**config.mk**
```make
export PLATFORM = sky130hd
export DESIGN_NAME = rv_soc_top
export DESIGN_NICKNAME = d
export VERILOG_FILES = /design/src/rv_pkg.sv /design/src/rv_alu.sv /design/src/rv_core.sv /design/src/rv_decode.sv /design/src/rv_fetch.sv /design/src/rv_lsu.sv /design/src/rv_reg_file.sv /design/src/rv_soc_top.sv /design/src/wb_arbiter.sv
export SDC_FILE = /design/constraint.sdc
export NUM_CORES = 2
export LEC_CHECK = 0
export BUFFER_PORTS_ARGS = -buffer_cell sky130_fd_sc_hd__buf_2
export CAP_MARGIN = 5
export CORE_ASPECT_RATIO = 0.75
export CORE_UTILIZATION = 50
export CTS_CLUSTER_SIZE = 8
export DETAILED_ROUTE_END_ITERATION = 7
export PLACE_DENSITY = 0.75
export SLEW_MARGIN = 10
export SYNTH_ARGS = -nofsm -noshare
export SYNTH_HDL_FRONTEND = slang
export SYNTH_SLANG_ARGS = --single-unit
```
**constraint.sdc**
```tcl
create_clock -name clk -period 13.9 [get_ports clk]
set_clock_uncertainty 0.1 [all_clocks]
set_input_delay 0.695 -clock clk [delete_from_list [all_inputs] [get_ports clk]]
set_output_delay 0.695 -clock clk [all_outputs]
set_load 0.05 [all_outputs]
```
**src/rv_pkg.sv**
```systemverilog
// rv32i core shared definitions
package rv_pkg;

    localparam int xlen           = 32;
    localparam int reg_addr_width = 5;

    typedef logic [xlen-1:0]           word_t;
    typedef logic [xlen-1:0]           addr_t;
    typedef logic [reg_addr_width-1:0] reg_addr_t;

    localparam addr_t reset_pc = 32'h0000_0000;

    // alu operations
    typedef enum logic [2:0] {
        alu_add,
        alu_sub,
        alu_and,
        alu_or,
        alu_xor,
        alu_slt,
        alu_pass_b
    } alu_op_t;

    // immediate formats
    typedef enum logic [2:0] {
        imm_i,
        imm_s,
        imm_b,
        imm_u,
        imm_j
    } imm_kind_t;

    localparam logic [6:0] op_reg    = 7'b0110011;
    localparam logic [6:0] op_imm    = 7'b0010011;
    localparam logic [6:0] op_lui    = 7'b0110111;
    localparam logic [6:0] op_load   = 7'b0000011;
    localparam logic [6:0] op_store  = 7'b0100011;
    localparam logic [6:0] op_branch = 7'b1100011;
    localparam logic [6:0] op_jal    = 7'b1101111;
    localparam logic [6:0] op_jalr   = 7'b1100111;
    localparam logic [6:0] op_system = 7'b1110011;

    localparam word_t ebreak_word = 32'h0010_0073;

endpackage

```
**src/rv_alu.sv**
```systemverilog
// integer alu
`timescale 1ns/1ps
module rv_alu (
    input  rv_pkg::alu_op_t op,
    input  rv_pkg::word_t   a,
    input  rv_pkg::word_t   b,
    output rv_pkg::word_t   res,
    output logic            zero
);
    always_comb begin
        case (op)
            rv_pkg::alu_add:    res = a + b;
            rv_pkg::alu_sub:    res = a - b;
            rv_pkg::alu_and:    res = a & b;
            rv_pkg::alu_or:     res = a | b;
            rv_pkg::alu_xor:    res = a ^ b;
            rv_pkg::alu_slt: begin
                // signed compare
                res = {{(rv_pkg::xlen-1){1'b0}}, ($signed(a) < $signed(b))};
            end
            rv_pkg::alu_pass_b: res = b;
            default:            res = a + b;
        endcase
    end

    assign zero = (res == '0);  // drives beq/bne

endmodule

```
**src/rv_core.sv**
```systemverilog
// multi-cycle rv32i core
`timescale 1ns/1ps
module rv_core (
    input  logic          clk,
    input  logic          reset,
    input  logic          ibus_ack,
    input  rv_pkg::word_t ibus_dat_r,
    output logic          ibus_cyc,
    output logic          ibus_stb,
    output rv_pkg::addr_t ibus_adr,
    input  logic          dbus_ack,
    input  rv_pkg::word_t dbus_dat_r,
    output logic          dbus_cyc,
    output logic          dbus_stb,
    output logic          dbus_we,
    output rv_pkg::addr_t dbus_adr,
    output rv_pkg::word_t dbus_dat_w,
    output logic          halted,
    output logic          illegal
);
    typedef enum logic [2:0] {st_fetch, st_exec, st_mem, st_wb, st_halt} state_t;

    state_t            state;
    logic              illegal_q;
    logic              fetch_start, fetch_done, mem_start, mem_done;
    rv_pkg::addr_t     pc, next_pc, pc_plus4;
    rv_pkg::word_t     instr, load_data, imm, rdata1, rdata2, alu_b, alu_res, wdata;
    rv_pkg::reg_addr_t rs1, rs2, rd;
    rv_pkg::alu_op_t   alu_op;
    logic              reg_wen, alu_use_imm, alu_zero, taken;
    logic              is_load, is_store, is_branch, branch_ne;
    logic              is_jal, is_jalr, is_ebreak, dec_illegal;

    always_ff @(posedge clk) begin
        if (reset) begin
            state     <= st_fetch;
            illegal_q <= 1'b0;
        end else begin
            case (state)
                st_fetch: if (fetch_done) state <= st_exec;
                st_exec: begin
                    if (dec_illegal) begin
                        state     <= st_halt;
                        illegal_q <= 1'b1;
                    end else if (is_ebreak)
                        state <= st_halt;
                    else if (is_load || is_store)
                        state <= st_mem;
                    else
                        state <= st_wb;
                end
                st_mem:   if (mem_done) state <= st_wb;
                st_wb:    state <= st_fetch;
                default:  state <= st_halt;   // stuck until reset
            endcase
        end
    end

    // start pulses while the unit is idle
    assign fetch_start = (state == st_fetch) && !ibus_cyc;
    assign mem_start   = (state == st_mem) && !dbus_cyc;
    assign halted      = (state == st_halt);
    assign illegal     = illegal_q;

    assign alu_b    = alu_use_imm ? imm : rdata2;
    assign pc_plus4 = pc + 32'd4;
    assign taken    = is_branch && (alu_zero ^ branch_ne);
    assign wdata    = is_load ? load_data : (is_jal || is_jalr) ? pc_plus4 : alu_res;

    always_comb begin
        if (is_jalr)
            next_pc = {alu_res[rv_pkg::xlen-1:1], 1'b0};
        else if (is_jal || taken)
            next_pc = pc + imm;
        else
            next_pc = pc_plus4;
    end

    rv_fetch u_fetch (
        .clk(clk), .reset(reset),
        .fetch_start(fetch_start), .pc_load(state == st_wb), .next_pc(next_pc),
        .wb_ack(ibus_ack), .wb_dat_r(ibus_dat_r),
        .pc(pc), .instr(instr), .fetch_done(fetch_done),
        .wb_cyc(ibus_cyc), .wb_stb(ibus_stb), .wb_adr(ibus_adr)
    );

    rv_lsu u_lsu (
        .clk(clk), .reset(reset),
        .mem_start(mem_start), .mem_write(is_store), .mem_addr(alu_res),
        .store_data(rdata2), .wb_ack(dbus_ack), .wb_dat_r(dbus_dat_r),
        .load_data(load_data), .mem_done(mem_done),
        .wb_cyc(dbus_cyc), .wb_stb(dbus_stb), .wb_we(dbus_we),
        .wb_adr(dbus_adr), .wb_dat_w(dbus_dat_w)
    );

    rv_decode u_decode (
        .instr(instr), .rs1(rs1), .rs2(rs2), .rd(rd), .reg_wen(reg_wen),
        .alu_op(alu_op), .alu_use_imm(alu_use_imm), .imm(imm),
        .is_load(is_load), .is_store(is_store), .is_branch(is_branch),
        .branch_ne(branch_ne), .is_jal(is_jal), .is_jalr(is_jalr),
        .is_ebreak(is_ebreak), .illegal(dec_illegal)
    );

    rv_reg_file u_regs (
        .clk(clk), .reset(reset),
        .wen(reg_wen && state == st_wb), .waddr(rd), .wdata(wdata),
        .raddr1(rs1), .raddr2(rs2), .rdata1(rdata1), .rdata2(rdata2)
    );

    rv_alu u_alu (
        .op(alu_op), .a(rdata1), .b(alu_b), .res(alu_res), .zero(alu_zero)
    );

endmodule

```
**src/rv_decode.sv**
```systemverilog
// instruction decoder
`timescale 1ns/1ps
module rv_decode (
    input  rv_pkg::word_t     instr,
    output rv_pkg::reg_addr_t rs1,
    output rv_pkg::reg_addr_t rs2,
    output rv_pkg::reg_addr_t rd,
    output logic              reg_wen,
    output rv_pkg::alu_op_t   alu_op,
    output logic              alu_use_imm,
    output rv_pkg::word_t     imm,
    output logic              is_load,
    output logic              is_store,
    output logic              is_branch,
    output logic              branch_ne,
    output logic              is_jal,
    output logic              is_jalr,
    output logic              is_ebreak,
    output logic              illegal
);
    logic [6:0] opcode;
    logic [2:0] funct3;
    logic [6:0] funct7;
    rv_pkg::imm_kind_t imm_kind;

    assign opcode = instr[6:0];
    assign funct3 = instr[14:12];
    assign funct7 = instr[31:25];
    assign rd     = instr[11:7];
    assign rs1    = instr[19:15];
    assign rs2    = instr[24:20];

    always_comb begin
        reg_wen     = 1'b0;
        alu_op      = rv_pkg::alu_add;
        alu_use_imm = 1'b0;
        imm_kind    = rv_pkg::imm_i;
        is_load     = 1'b0;
        is_store    = 1'b0;
        is_branch   = 1'b0;
        branch_ne   = funct3[0];   // only 000 and 001 survive below
        is_jal      = 1'b0;
        is_jalr     = 1'b0;
        is_ebreak   = 1'b0;
        illegal     = 1'b0;
        case (opcode)
            rv_pkg::op_reg: begin
                reg_wen = 1'b1;
                case ({funct7, funct3})
                    {7'b0000000, 3'b000}: alu_op = rv_pkg::alu_add;
                    {7'b0100000, 3'b000}: alu_op = rv_pkg::alu_sub;
                    {7'b0000000, 3'b111}: alu_op = rv_pkg::alu_and;
                    {7'b0000000, 3'b110}: alu_op = rv_pkg::alu_or;
                    {7'b0000000, 3'b100}: alu_op = rv_pkg::alu_xor;
                    {7'b0000000, 3'b010}: alu_op = rv_pkg::alu_slt;
                    default:              illegal = 1'b1;
                endcase
            end
            rv_pkg::op_imm: begin  // addi only
                reg_wen     = 1'b1;
                alu_use_imm = 1'b1;
                illegal     = (funct3 != 3'b000);
            end
            rv_pkg::op_lui: begin
                reg_wen     = 1'b1;
                alu_op      = rv_pkg::alu_pass_b;
                alu_use_imm = 1'b1;
                imm_kind    = rv_pkg::imm_u;
            end
            rv_pkg::op_load: begin
                reg_wen     = 1'b1;
                alu_use_imm = 1'b1;
                is_load     = 1'b1;
                illegal     = (funct3 != 3'b010);   // lw only
            end
            rv_pkg::op_store: begin
                alu_use_imm = 1'b1;
                imm_kind    = rv_pkg::imm_s;
                is_store    = 1'b1;
                illegal     = (funct3 != 3'b010);
            end
            rv_pkg::op_branch: begin
                alu_op    = rv_pkg::alu_sub;    // compare via zero flag
                imm_kind  = rv_pkg::imm_b;
                is_branch = 1'b1;
                illegal   = (funct3[2:1] != 2'b00);
            end
            rv_pkg::op_jal: begin
                reg_wen  = 1'b1;
                imm_kind = rv_pkg::imm_j;
                is_jal   = 1'b1;
            end
            rv_pkg::op_jalr: begin
                reg_wen     = 1'b1;
                alu_use_imm = 1'b1;   // target is rs1 + imm
                is_jalr     = 1'b1;
                illegal     = (funct3 != 3'b000);
            end
            rv_pkg::op_system: begin
                is_ebreak = (instr == rv_pkg::ebreak_word);
                illegal   = (instr != rv_pkg::ebreak_word);
            end
            default: illegal = 1'b1;
        endcase
    end

    // sign-extended immediate per format
    always_comb begin
        case (imm_kind)
            rv_pkg::imm_s: imm = {{20{instr[31]}}, instr[31:25], instr[11:7]};
            rv_pkg::imm_b: imm = {{19{instr[31]}}, instr[31], instr[7], instr[30:25],
                                  instr[11:8], 1'b0};
            rv_pkg::imm_u: imm = {instr[31:12], 12'b0};
            rv_pkg::imm_j: imm = {{11{instr[31]}}, instr[31], instr[19:12], instr[20],
                                  instr[30:21], 1'b0};
            default:       imm = {{20{instr[31]}}, instr[31:20]};
        endcase
    end

endmodule

```
**src/rv_fetch.sv**
```systemverilog
// instruction fetch master
`timescale 1ns/1ps
module rv_fetch (
    input  logic          clk,
    input  logic          reset,
    input  logic          fetch_start,
    input  logic          pc_load,
    input  rv_pkg::addr_t next_pc,
    input  logic          wb_ack,
    input  rv_pkg::word_t wb_dat_r,
    output rv_pkg::addr_t pc,
    output rv_pkg::word_t instr,
    output logic          fetch_done,
    output logic          wb_cyc,
    output logic          wb_stb,
    output rv_pkg::addr_t wb_adr
);
    always_ff @(posedge clk) begin
        if (reset) begin
            pc     <= rv_pkg::reset_pc;
            wb_cyc <= 1'b0;
        end else begin
            if (pc_load)
                pc <= next_pc;
            if (fetch_start)
                wb_cyc <= 1'b1;
            else if (fetch_done)
                wb_cyc <= 1'b0;     // drop in the ack cycle
        end
    end

    // instruction word held until the next fetch
    always_ff @(posedge clk) begin
        if (fetch_done)
            instr <= wb_dat_r;
    end

    assign fetch_done = wb_cyc & wb_ack;
    assign wb_stb     = wb_cyc;
    assign wb_adr     = pc;     // pc is steady for the whole cycle

endmodule

```
**src/rv_lsu.sv**
```systemverilog
// load/store data master
`timescale 1ns/1ps
module rv_lsu (
    input  logic          clk,
    input  logic          reset,
    input  logic          mem_start,
    input  logic          mem_write,
    input  rv_pkg::addr_t mem_addr,
    input  rv_pkg::word_t store_data,
    input  logic          wb_ack,
    input  rv_pkg::word_t wb_dat_r,
    output rv_pkg::word_t load_data,
    output logic          mem_done,
    output logic          wb_cyc,
    output logic          wb_stb,
    output logic          wb_we,
    output rv_pkg::addr_t wb_adr,
    output rv_pkg::word_t wb_dat_w
);
    always_ff @(posedge clk) begin
        if (reset) begin
            wb_cyc <= 1'b0;
            wb_we  <= 1'b0;
        end else if (mem_start) begin
            wb_cyc <= 1'b1;
            wb_we  <= mem_write;
        end else if (mem_done) begin
            wb_cyc <= 1'b0;
            wb_we  <= 1'b0;
        end
    end

    // address and store data frozen at start
    always_ff @(posedge clk) begin
        if (mem_start) begin
            wb_adr   <= mem_addr;
            wb_dat_w <= store_data;
        end
        if (mem_done && !wb_we)
            load_data <= wb_dat_r;
    end

    assign mem_done = wb_cyc & wb_ack;
    assign wb_stb   = wb_cyc;

endmodule

```
**src/rv_reg_file.sv**
```systemverilog
// register file
`timescale 1ns/1ps
module rv_reg_file (
    input  logic              clk,
    input  logic              reset,
    input  logic              wen,
    input  rv_pkg::reg_addr_t waddr,
    input  rv_pkg::word_t     wdata,
    input  rv_pkg::reg_addr_t raddr1,
    input  rv_pkg::reg_addr_t raddr2,
    output rv_pkg::word_t     rdata1,
    output rv_pkg::word_t     rdata2
);
    rv_pkg::word_t regs [32];

    always_ff @(posedge clk) begin
        if (reset) begin
            for (int i = 0; i < 32; i++) begin
                regs[i] <= '0;
            end
        end else if (wen && waddr != '0) begin
            regs[waddr] <= wdata;
        end
    end

    // x0 always reads zero
    assign rdata1 = (raddr1 == '0) ? '0 : regs[raddr1];
    assign rdata2 = (raddr2 == '0) ? '0 : regs[raddr2];

endmodule

```
**src/rv_soc_top.sv**
```systemverilog
// rv32i soc top level
`timescale 1ns/1ps
module rv_soc_top (
    input  logic          clk,
    input  logic          reset,
    output logic          wb_cyc,
    output logic          wb_stb,
    output logic          wb_we,
    output rv_pkg::addr_t wb_adr,
    output rv_pkg::word_t wb_dat_w,
    input  logic          wb_ack,
    input  rv_pkg::word_t wb_dat_r,
    output logic          halted,
    output logic          illegal
);
    logic          i_cyc, i_stb, i_ack;
    rv_pkg::addr_t i_adr;
    rv_pkg::word_t i_dat_r;
    logic          d_cyc, d_stb, d_we, d_ack;
    rv_pkg::addr_t d_adr;
    rv_pkg::word_t d_dat_w, d_dat_r;

    rv_core u_core (
        .clk(clk), .reset(reset),
        .ibus_ack(i_ack), .ibus_dat_r(i_dat_r),
        .ibus_cyc(i_cyc), .ibus_stb(i_stb), .ibus_adr(i_adr),
        .dbus_ack(d_ack), .dbus_dat_r(d_dat_r),
        .dbus_cyc(d_cyc), .dbus_stb(d_stb), .dbus_we(d_we),
        .dbus_adr(d_adr), .dbus_dat_w(d_dat_w),
        .halted(halted), .illegal(illegal)
    );

    // lsu on m0 for priority, fetch is read-only
    wb_arbiter u_arb (
        .clk(clk), .reset(reset),
        .m0_cyc(d_cyc), .m0_stb(d_stb), .m0_we(d_we), .m0_adr(d_adr),
        .m0_dat_w(d_dat_w), .m0_ack(d_ack), .m0_dat_r(d_dat_r),
        .m1_cyc(i_cyc), .m1_stb(i_stb), .m1_we(1'b0), .m1_adr(i_adr),
        .m1_dat_w('0), .m1_ack(i_ack), .m1_dat_r(i_dat_r),
        .s_cyc(wb_cyc), .s_stb(wb_stb), .s_we(wb_we), .s_adr(wb_adr),
        .s_dat_w(wb_dat_w), .s_ack(wb_ack), .s_dat_r(wb_dat_r)
    );

endmodule

```
**src/wb_arbiter.sv**
```systemverilog
// two-master wishbone arbiter
`timescale 1ns/1ps
module wb_arbiter (
    input  logic          clk,
    input  logic          reset,
    input  logic          m0_cyc,
    input  logic          m0_stb,
    input  logic          m0_we,
    input  rv_pkg::addr_t m0_adr,
    input  rv_pkg::word_t m0_dat_w,
    output logic          m0_ack,
    output rv_pkg::word_t m0_dat_r,
    input  logic          m1_cyc,
    input  logic          m1_stb,
    input  logic          m1_we,
    input  rv_pkg::addr_t m1_adr,
    input  rv_pkg::word_t m1_dat_w,
    output logic          m1_ack,
    output rv_pkg::word_t m1_dat_r,
    output logic          s_cyc,
    output logic          s_stb,
    output logic          s_we,
    output rv_pkg::addr_t s_adr,
    output rv_pkg::word_t s_dat_w,
    input  logic          s_ack,
    input  rv_pkg::word_t s_dat_r
);
    logic busy;
    logic grant;    // 0 = m0, 1 = m1
    logic sel;

    // fixed priority when idle, m0 first
    assign sel = busy ? grant : !m0_cyc;

    always_ff @(posedge clk) begin
        if (reset) begin
            busy  <= 1'b0;
            grant <= 1'b0;
        end else if (!busy) begin
            if (s_cyc && !s_ack) begin  // zero-wait cycles never lock
                busy  <= 1'b1;
                grant <= sel;
            end
        end else if (!s_cyc || s_ack) begin
            busy <= 1'b0;
        end
    end

    assign s_cyc   = sel ? m1_cyc : m0_cyc;
    assign s_stb   = sel ? m1_stb : m0_stb;
    assign s_we    = sel ? m1_we : m0_we;
    assign s_adr   = sel ? m1_adr : m0_adr;
    assign s_dat_w = sel ? m1_dat_w : m0_dat_w;

    assign m0_ack   = s_ack && !sel;
    assign m1_ack   = s_ack && sel;
    assign m0_dat_r = s_dat_r;
    assign m1_dat_r = s_dat_r;

endmodule
```
Word-level counts from Yosys, hierarchy flattened. Memory sizes are Yosys's and may differ from the RTL's. A register that Yosys moved wholly into a read port is not among the register bits. Index checks and enable logic that the tools add are counted.

Add/sub/neg operators: 4. Multiply operators: 0. Div/mod/pow operators: 0. Order comparisons: 1. Equality and inequality tests: 33. Shift-type cells: 0. Muxes and demuxes: 51. Bitwise operators: 7. Reductions and logical operators: 39.

Operators by type and width (number): $mux W32 (10); $pmux W32 S6 (1); $pmux W31 S4 (1); $add A32 B32 Y32 (2); $add A32 B3 Y32 const B (1); $and A32 B32 Y32 (1); $eq A32 B21 Y1 const B (1); $logic_not A32 Y1 (1); $lt A32 B32 Y1 (1); $ne A32 B21 Y1 const B (1); $or A32 B32 Y32 (1); $reduce_or A32 Y1 (1); $sub A32 B32 Y32 (1); $xor A32 B32 Y32 (1); $eq A10 B3 Y1 const B (3); $eq A7 B7 Y1 const B (4); $mux W1 (27); $pmux W3 S4 (2); $eq A7 B6 Y1 const B (3); $eq A3 B2 Y1 const B (6); $eq A3 B3 Y1 const B (5); $mux W5 (3); $pmux W3 S5 (1); $mux W3 (4); other kinds (26) (53).

Flip-flop bits (word level): 169. Latch bits: 0. Bits in writable memories: 1024. ROM bits: 0. Logic and storage cells: 148. Memories kept: 1.

Memories: u_core.u_regs.regs (depth 32, bits a word 32, rd ports 2, clocked after memory_dff 2, wr ports 32, line rv_reg_file.sv:14) `rv_pkg::word_t regs [32];`.

Logic depth before layout (Yosys ltp).
Depth in word-level cells: 13. Depth in mapped cells: 29. Depth with buffers taken out: 26.

By module. A second synthesis with hierarchy kept.

Cell total of the unflattened synthesis: 5683. Area total of the unflattened synthesis: 72331.9 um2.

By module, submodules not included: rv_reg_file (instances 1, cells an instance 3502, area each 54255.8 um2); rv_alu (instances 1, cells an instance 960, area each 6140.9 um2); rv_core (instances 1, cells an instance 643, area each 4272.8 um2); rv_lsu (instances 1, cells an instance 108, area each 2976.6 um2); rv_fetch (instances 1, cells an instance 174, area each 2418.6 um2); wb_arbiter (instances 1, cells an instance 152, area each 1380.1 um2); rv_decode (instances 1, cells an instance 143, area each 883.3 um2); rv_soc_top (instances 1, cells an instance 1, area each 3.8 um2).

Least setup slack after synthesis. No wires, ideal clock.

Path type: register -> register. Start: register (tool-made name). End: register u_core.u_fetch.pc[5]. Library setup time: 0.143 ns. Data arrival time: 7.870 ns. Required time: 13.657 ns. Slack: 5.787 ns. Cell stages (with the launch flop): 26. Buffers on the path: 5. Period minus slack after synthesis: 8.113 ns. Cells stage by stage: dfxtp_1 > clkbuf_1 > buf_1 > clkbuf_1 > buf_1 > mux4_2 > mux4_2 > nand2_1 > a21oi_1 > fa_1 > nor2b_1 > o311ai_0 > a21oi_1 > or3_1 > and4_1 > or3_4 > or3_1 > or4_1 > or4_1 > nor4_1 > nand3_1 > xnor2_2 > a21oi_2 > buf_2 > mux2i_1 > o221ai_1.

RTL lines: to (signal assigned) (line rv_fetch.sv:20) `pc <= rv_pkg::reset_pc;`; to (signal assigned) (line rv_fetch.sv:24) `pc <= next_pc;`; to (decl) (line rv_fetch.sv:11) `output rv_pkg::addr_t pc,`.

==> impl_metrics.yaml <==
drt:
  drt_iter0_drc: 8987
  routed_wl_microns: 245300
  route.detailed.drc: 0
  vias: 50480
  ant_nets: 0
  routed_via_density: 7.182
  wire_per_inst_microns: 34.90
  drtPass1Iterations: 6
sta:
  drv_slew: 0
  slew_headroom_pct: 10.72
  fmax_mhz: 100.0
  final-hold-violation-count: 0
  finalSetupViolations: 0
  period_share_pct: 71.92
  min_period_ns: 9.996
  grt_setup_unrepaired: "no"
  fin_setup_tns_ns: 0
  worst_slew_pin_slew_ns: 1.339
run_status:
  status: "complete, no violations"
critical_path:
  end_kind: "flop"
  critPathMaxStageDelay_ns: 0.78
  cp_max_fo: 86
  cp.required_ns: 14.50
  cp.arrival_ns: 10.60
  critical_path_class: "reg2reg"
  rr_worst_depth: 25
  crit_family: "simple AND/OR/NAND/NOR gates"
  regToRegSetupSlack_ns: 3.90
  cp_num_buf_inv: 4
  cp-start-kind: "flop"
  r2r-end: "u_core.u_fetch.pc[9]"
  cp_slowest_cell: "nor4_1"
yosys:
  synthSimpleGateAreaFrac_pct: 11.26
  syn_area_per_cell_sq_um: 12.98
  yosysWarnings: 0
  synthCells: 5198
  synth_fa_ha_area_share_pct: 2.463
  synth_compound_area_share_pct: 6.191
  yosysSeqAreaShare_pct: 52.79
  netlist_area_sq_um: 67460
  ys.flop_type: "edfxtp_1"
  synth_top_family_by_area: "multiplexers"
  synthMuxAreaShare_pct: 23.04
  synth_xor_area_share_pct: 0.8420
  synth_edf_count: 1152
  ys_async_sr_fraction_pct: 0
  synth_seq_cells: 1203
  yosys.cell_types.count: 83
pwr:
  leakagePower_nw: 26.87
  cellPowerDensity_nw_per_um2: 148.8
  ir_drop_mv: 0.1200
clock_tree:
  cts_setup_buffers: 0
  cts_root_buffer: "clkbuf_16"
  clock_path_buffers: 3
  cts.sinks: 1203
  htree_levels: 4
  cts_made_buffers: 170
  cts_tree: "done"
  clk_pin_slew_worst_paths_ns: 0.06
  insertion_delay_ns: 0.82
hold_path:
  worstHoldStart: "wb_dat_r[30]"
  holdPathEnd: "u_core.u_fetch.instr[30]"
  min_path_type: "in2reg"
  hold_depth: 1
placed_design:
  gp_congestion: 1.037
  dp_hpwl_microns: 152900
  placed_cells: 6794
  port-buffer-count: 103
floorplanning:
  die_area_sq_um: 136400
  ios: 104
  core_area_sq_um: 133700
  initial_core_util_pct: 50.47
  rows: 116
  fp.dieH_microns: 320.1
  dieWidth_microns: 426.2
final_layout:
  synthToLayoutAreaGrowth_pct: 11.26
  nNetsFinal: 5380
  stdcell_count: 7029
  num-fill-cells: 10360
  drive_above_1_share_pct: 24.40
global_route:
  track_usage_pct: 35.85
  gr-total-overflow: 0
  grt_pass1_vias: 48920
  grt_antenna_before_repair: 11
  grt_max_degree: 133
  grt_pass1_wl_microns: 348300
job:
  max_cap_viol_count: 0
power breakdown:
group	switching [mW]	total [mW]	internal (mW)
Clock	1.58	3.79	2.21
Combinational	2.20	3.15	0.948
Sequential	0.111	4.23	4.11
timing repair:
action / 4_1_cts / 5_1_grt
gates resized for setup: 0 / 0
hold buffers: 18 / 0
setup endpoints to repair: 0 / 0
endpoints found under the hold margin: 34 / 0
logic make-up (layout without fill, tap and decap cells):
kind of cell               after synthesis  in the layout
other                                    1             37
muxes                                  746            746
AOI/OAI and AO/OA                      635            635
DFF                                   1203           1203
buffers and inverters                  602            627
xor gates and xnor gates                64             64
adders and majority gates              131            131
and+or+nand+nor                       1816           1816
cell usage in the layout (no fill, tap or decap), drive strengths merged, types with 18 or more instances in the layout:
cell type | netlist | layout
a22oi | 19 | 19
nand3 | 43 | 43
nand2b | 51 | 51
nor2 | 1217 | 1217
a211oi | 65 | 65
and2 | 41 | 41
inv | 134 | 137
mux2i | 49 | 49
o21ai | 111 | 111
ha | 128 | 128
mux4 | 640 | 640
buf | 85 | 263
o21a | 25 | 25
nand2 | 253 | 253
clkbuf | 383 | 195
dfxtp | 51 | 51
mux2 | 57 | 57
conb | 1 | 32
a21o | 42 | 42
and3 | 20 | 20
nor4 | 19 | 19
nor2b | 25 | 25
nor3 | 70 | 70
edfxtp | 1152 | 1152
xor2 | 23 | 23
o211ai | 27 | 27
dlygate4sd3 | 0 | 18
xnor2 | 41 | 41
a21oi | 185 | 185
metrics by stage:
stage / hold WS [ns] / utilization, % / setup slack [ns] / cell area, sq um / total power, mW
floorplan: 0.3476 / - / 5.787 / 67580 / 6.121
finish: 0.04252 / 56.15 / 3.904 / 75060 / 11.17
detailed placement: 0.3817 / 52.51 / 4.152 / 70190 / 7.270
global placement: 0.3690 / 52.51 / 4.117 / 70190 / 7.227
global route: 0.02855 / 56.14 / 3.507 / 75050 / 11.41
CTS: 0.008027 / 56.14 / 4.136 / 75050 / 11.02
per-layer routing:
| metal | vias to the layer above | wire (microns) | global-route usage, % |
|---|---|---|---|
| li1 | 19660 | - | - |
| met1 | 25050 | 83960 | 47.95 |
| met2 | 4844 | 104500 | 51.26 |
| met3 | 909 | 42910 | 14.33 |
| met4 | 18 | 13750 | 16.61 |
| met5 | - | 128 | 0 |
how the worst max path moves through the flow:
stage,start,end,slack [ns],depth (start not counted)
after detailed placement,flop,u_core.u_fetch.pc[7],4.15,25
after CTS,flop,u_core.u_fetch.pc[7],4.14,25
after floorplan,flop,u_core.u_fetch.pc[5],5.79,25
after global routing,flop,u_core.u_fetch.pc[9],3.51,25
final,flop,u_core.u_fetch.pc[9],3.90,25
after global placement,flop,u_core.u_fetch.pc[7],4.12,25
cells in the mapped netlist, types with 20 or more instances:
cell	count	area share (%)
o21a_1	25	0.28
buf_1	73	0.41
clkbuf_1	383	2.1
and2_1	41	0.38
nand2_1	253	1.4
xor2_1	23	0.30
ha_1	128	2.4
a21oi_1	184	1.4
edfxtp_1	1152	51
nand2b_1	51	0.47
dfxtp_1	51	1.5
nor3_1	70	0.52
nor2_1	1217	6.8
xnor2_1	40	0.52
inv_1	134	0.75
and3_1	20	0.19
mux2i_1	49	0.73
nand3_1	43	0.32
nor2b_1	25	0.23
mux2_2	51	0.85
mux4_2	640	21
a211oi_1	65	0.72
o21ai_0	104	0.77
a21o_1	42	0.47
o211ai_1	27	0.30
flip-flops by register name, indices dropped and copies added (netlist names), named ones only:
register                flops
u_core.u_fetch.wb_cyc       1
u_core.state                3
u_core.u_regs.regs       1024
u_core.u_lsu.load_data     32
u_core.u_fetch.instr       32
u_core.illegal              1
u_core.u_lsu.wb_cyc         1
u_core.u_lsu.wb_adr        32
u_core.u_fetch.pc          32
u_arb.busy                  1
u_core.u_lsu.wb_dat_w      32
u_arb.grant                 1
u_core.u_lsu.wb_we          1
final cells by class:
| cell class | instances | area [sq um] | share of cell area [%] |
|---|---|---|---|
| clock buffers | 195 | 4390 | 5.849 |
| well taps | 1770 | 2215 | 2.950 |
| multi-input cells | 3424 | 30030 | 40.01 |
| repair buffers | 281 | 1972 | 2.627 |
| flip-flops and latches | 1203 | 35650 | 47.49 |
| clock inverters | 17 | 289.0 | 0.3851 |
| inverters | 134 | 503.0 | 0.6701 |
| diodes | 5 | 12.51 | 0.01667 |
(Power assumes the default switching activity.)
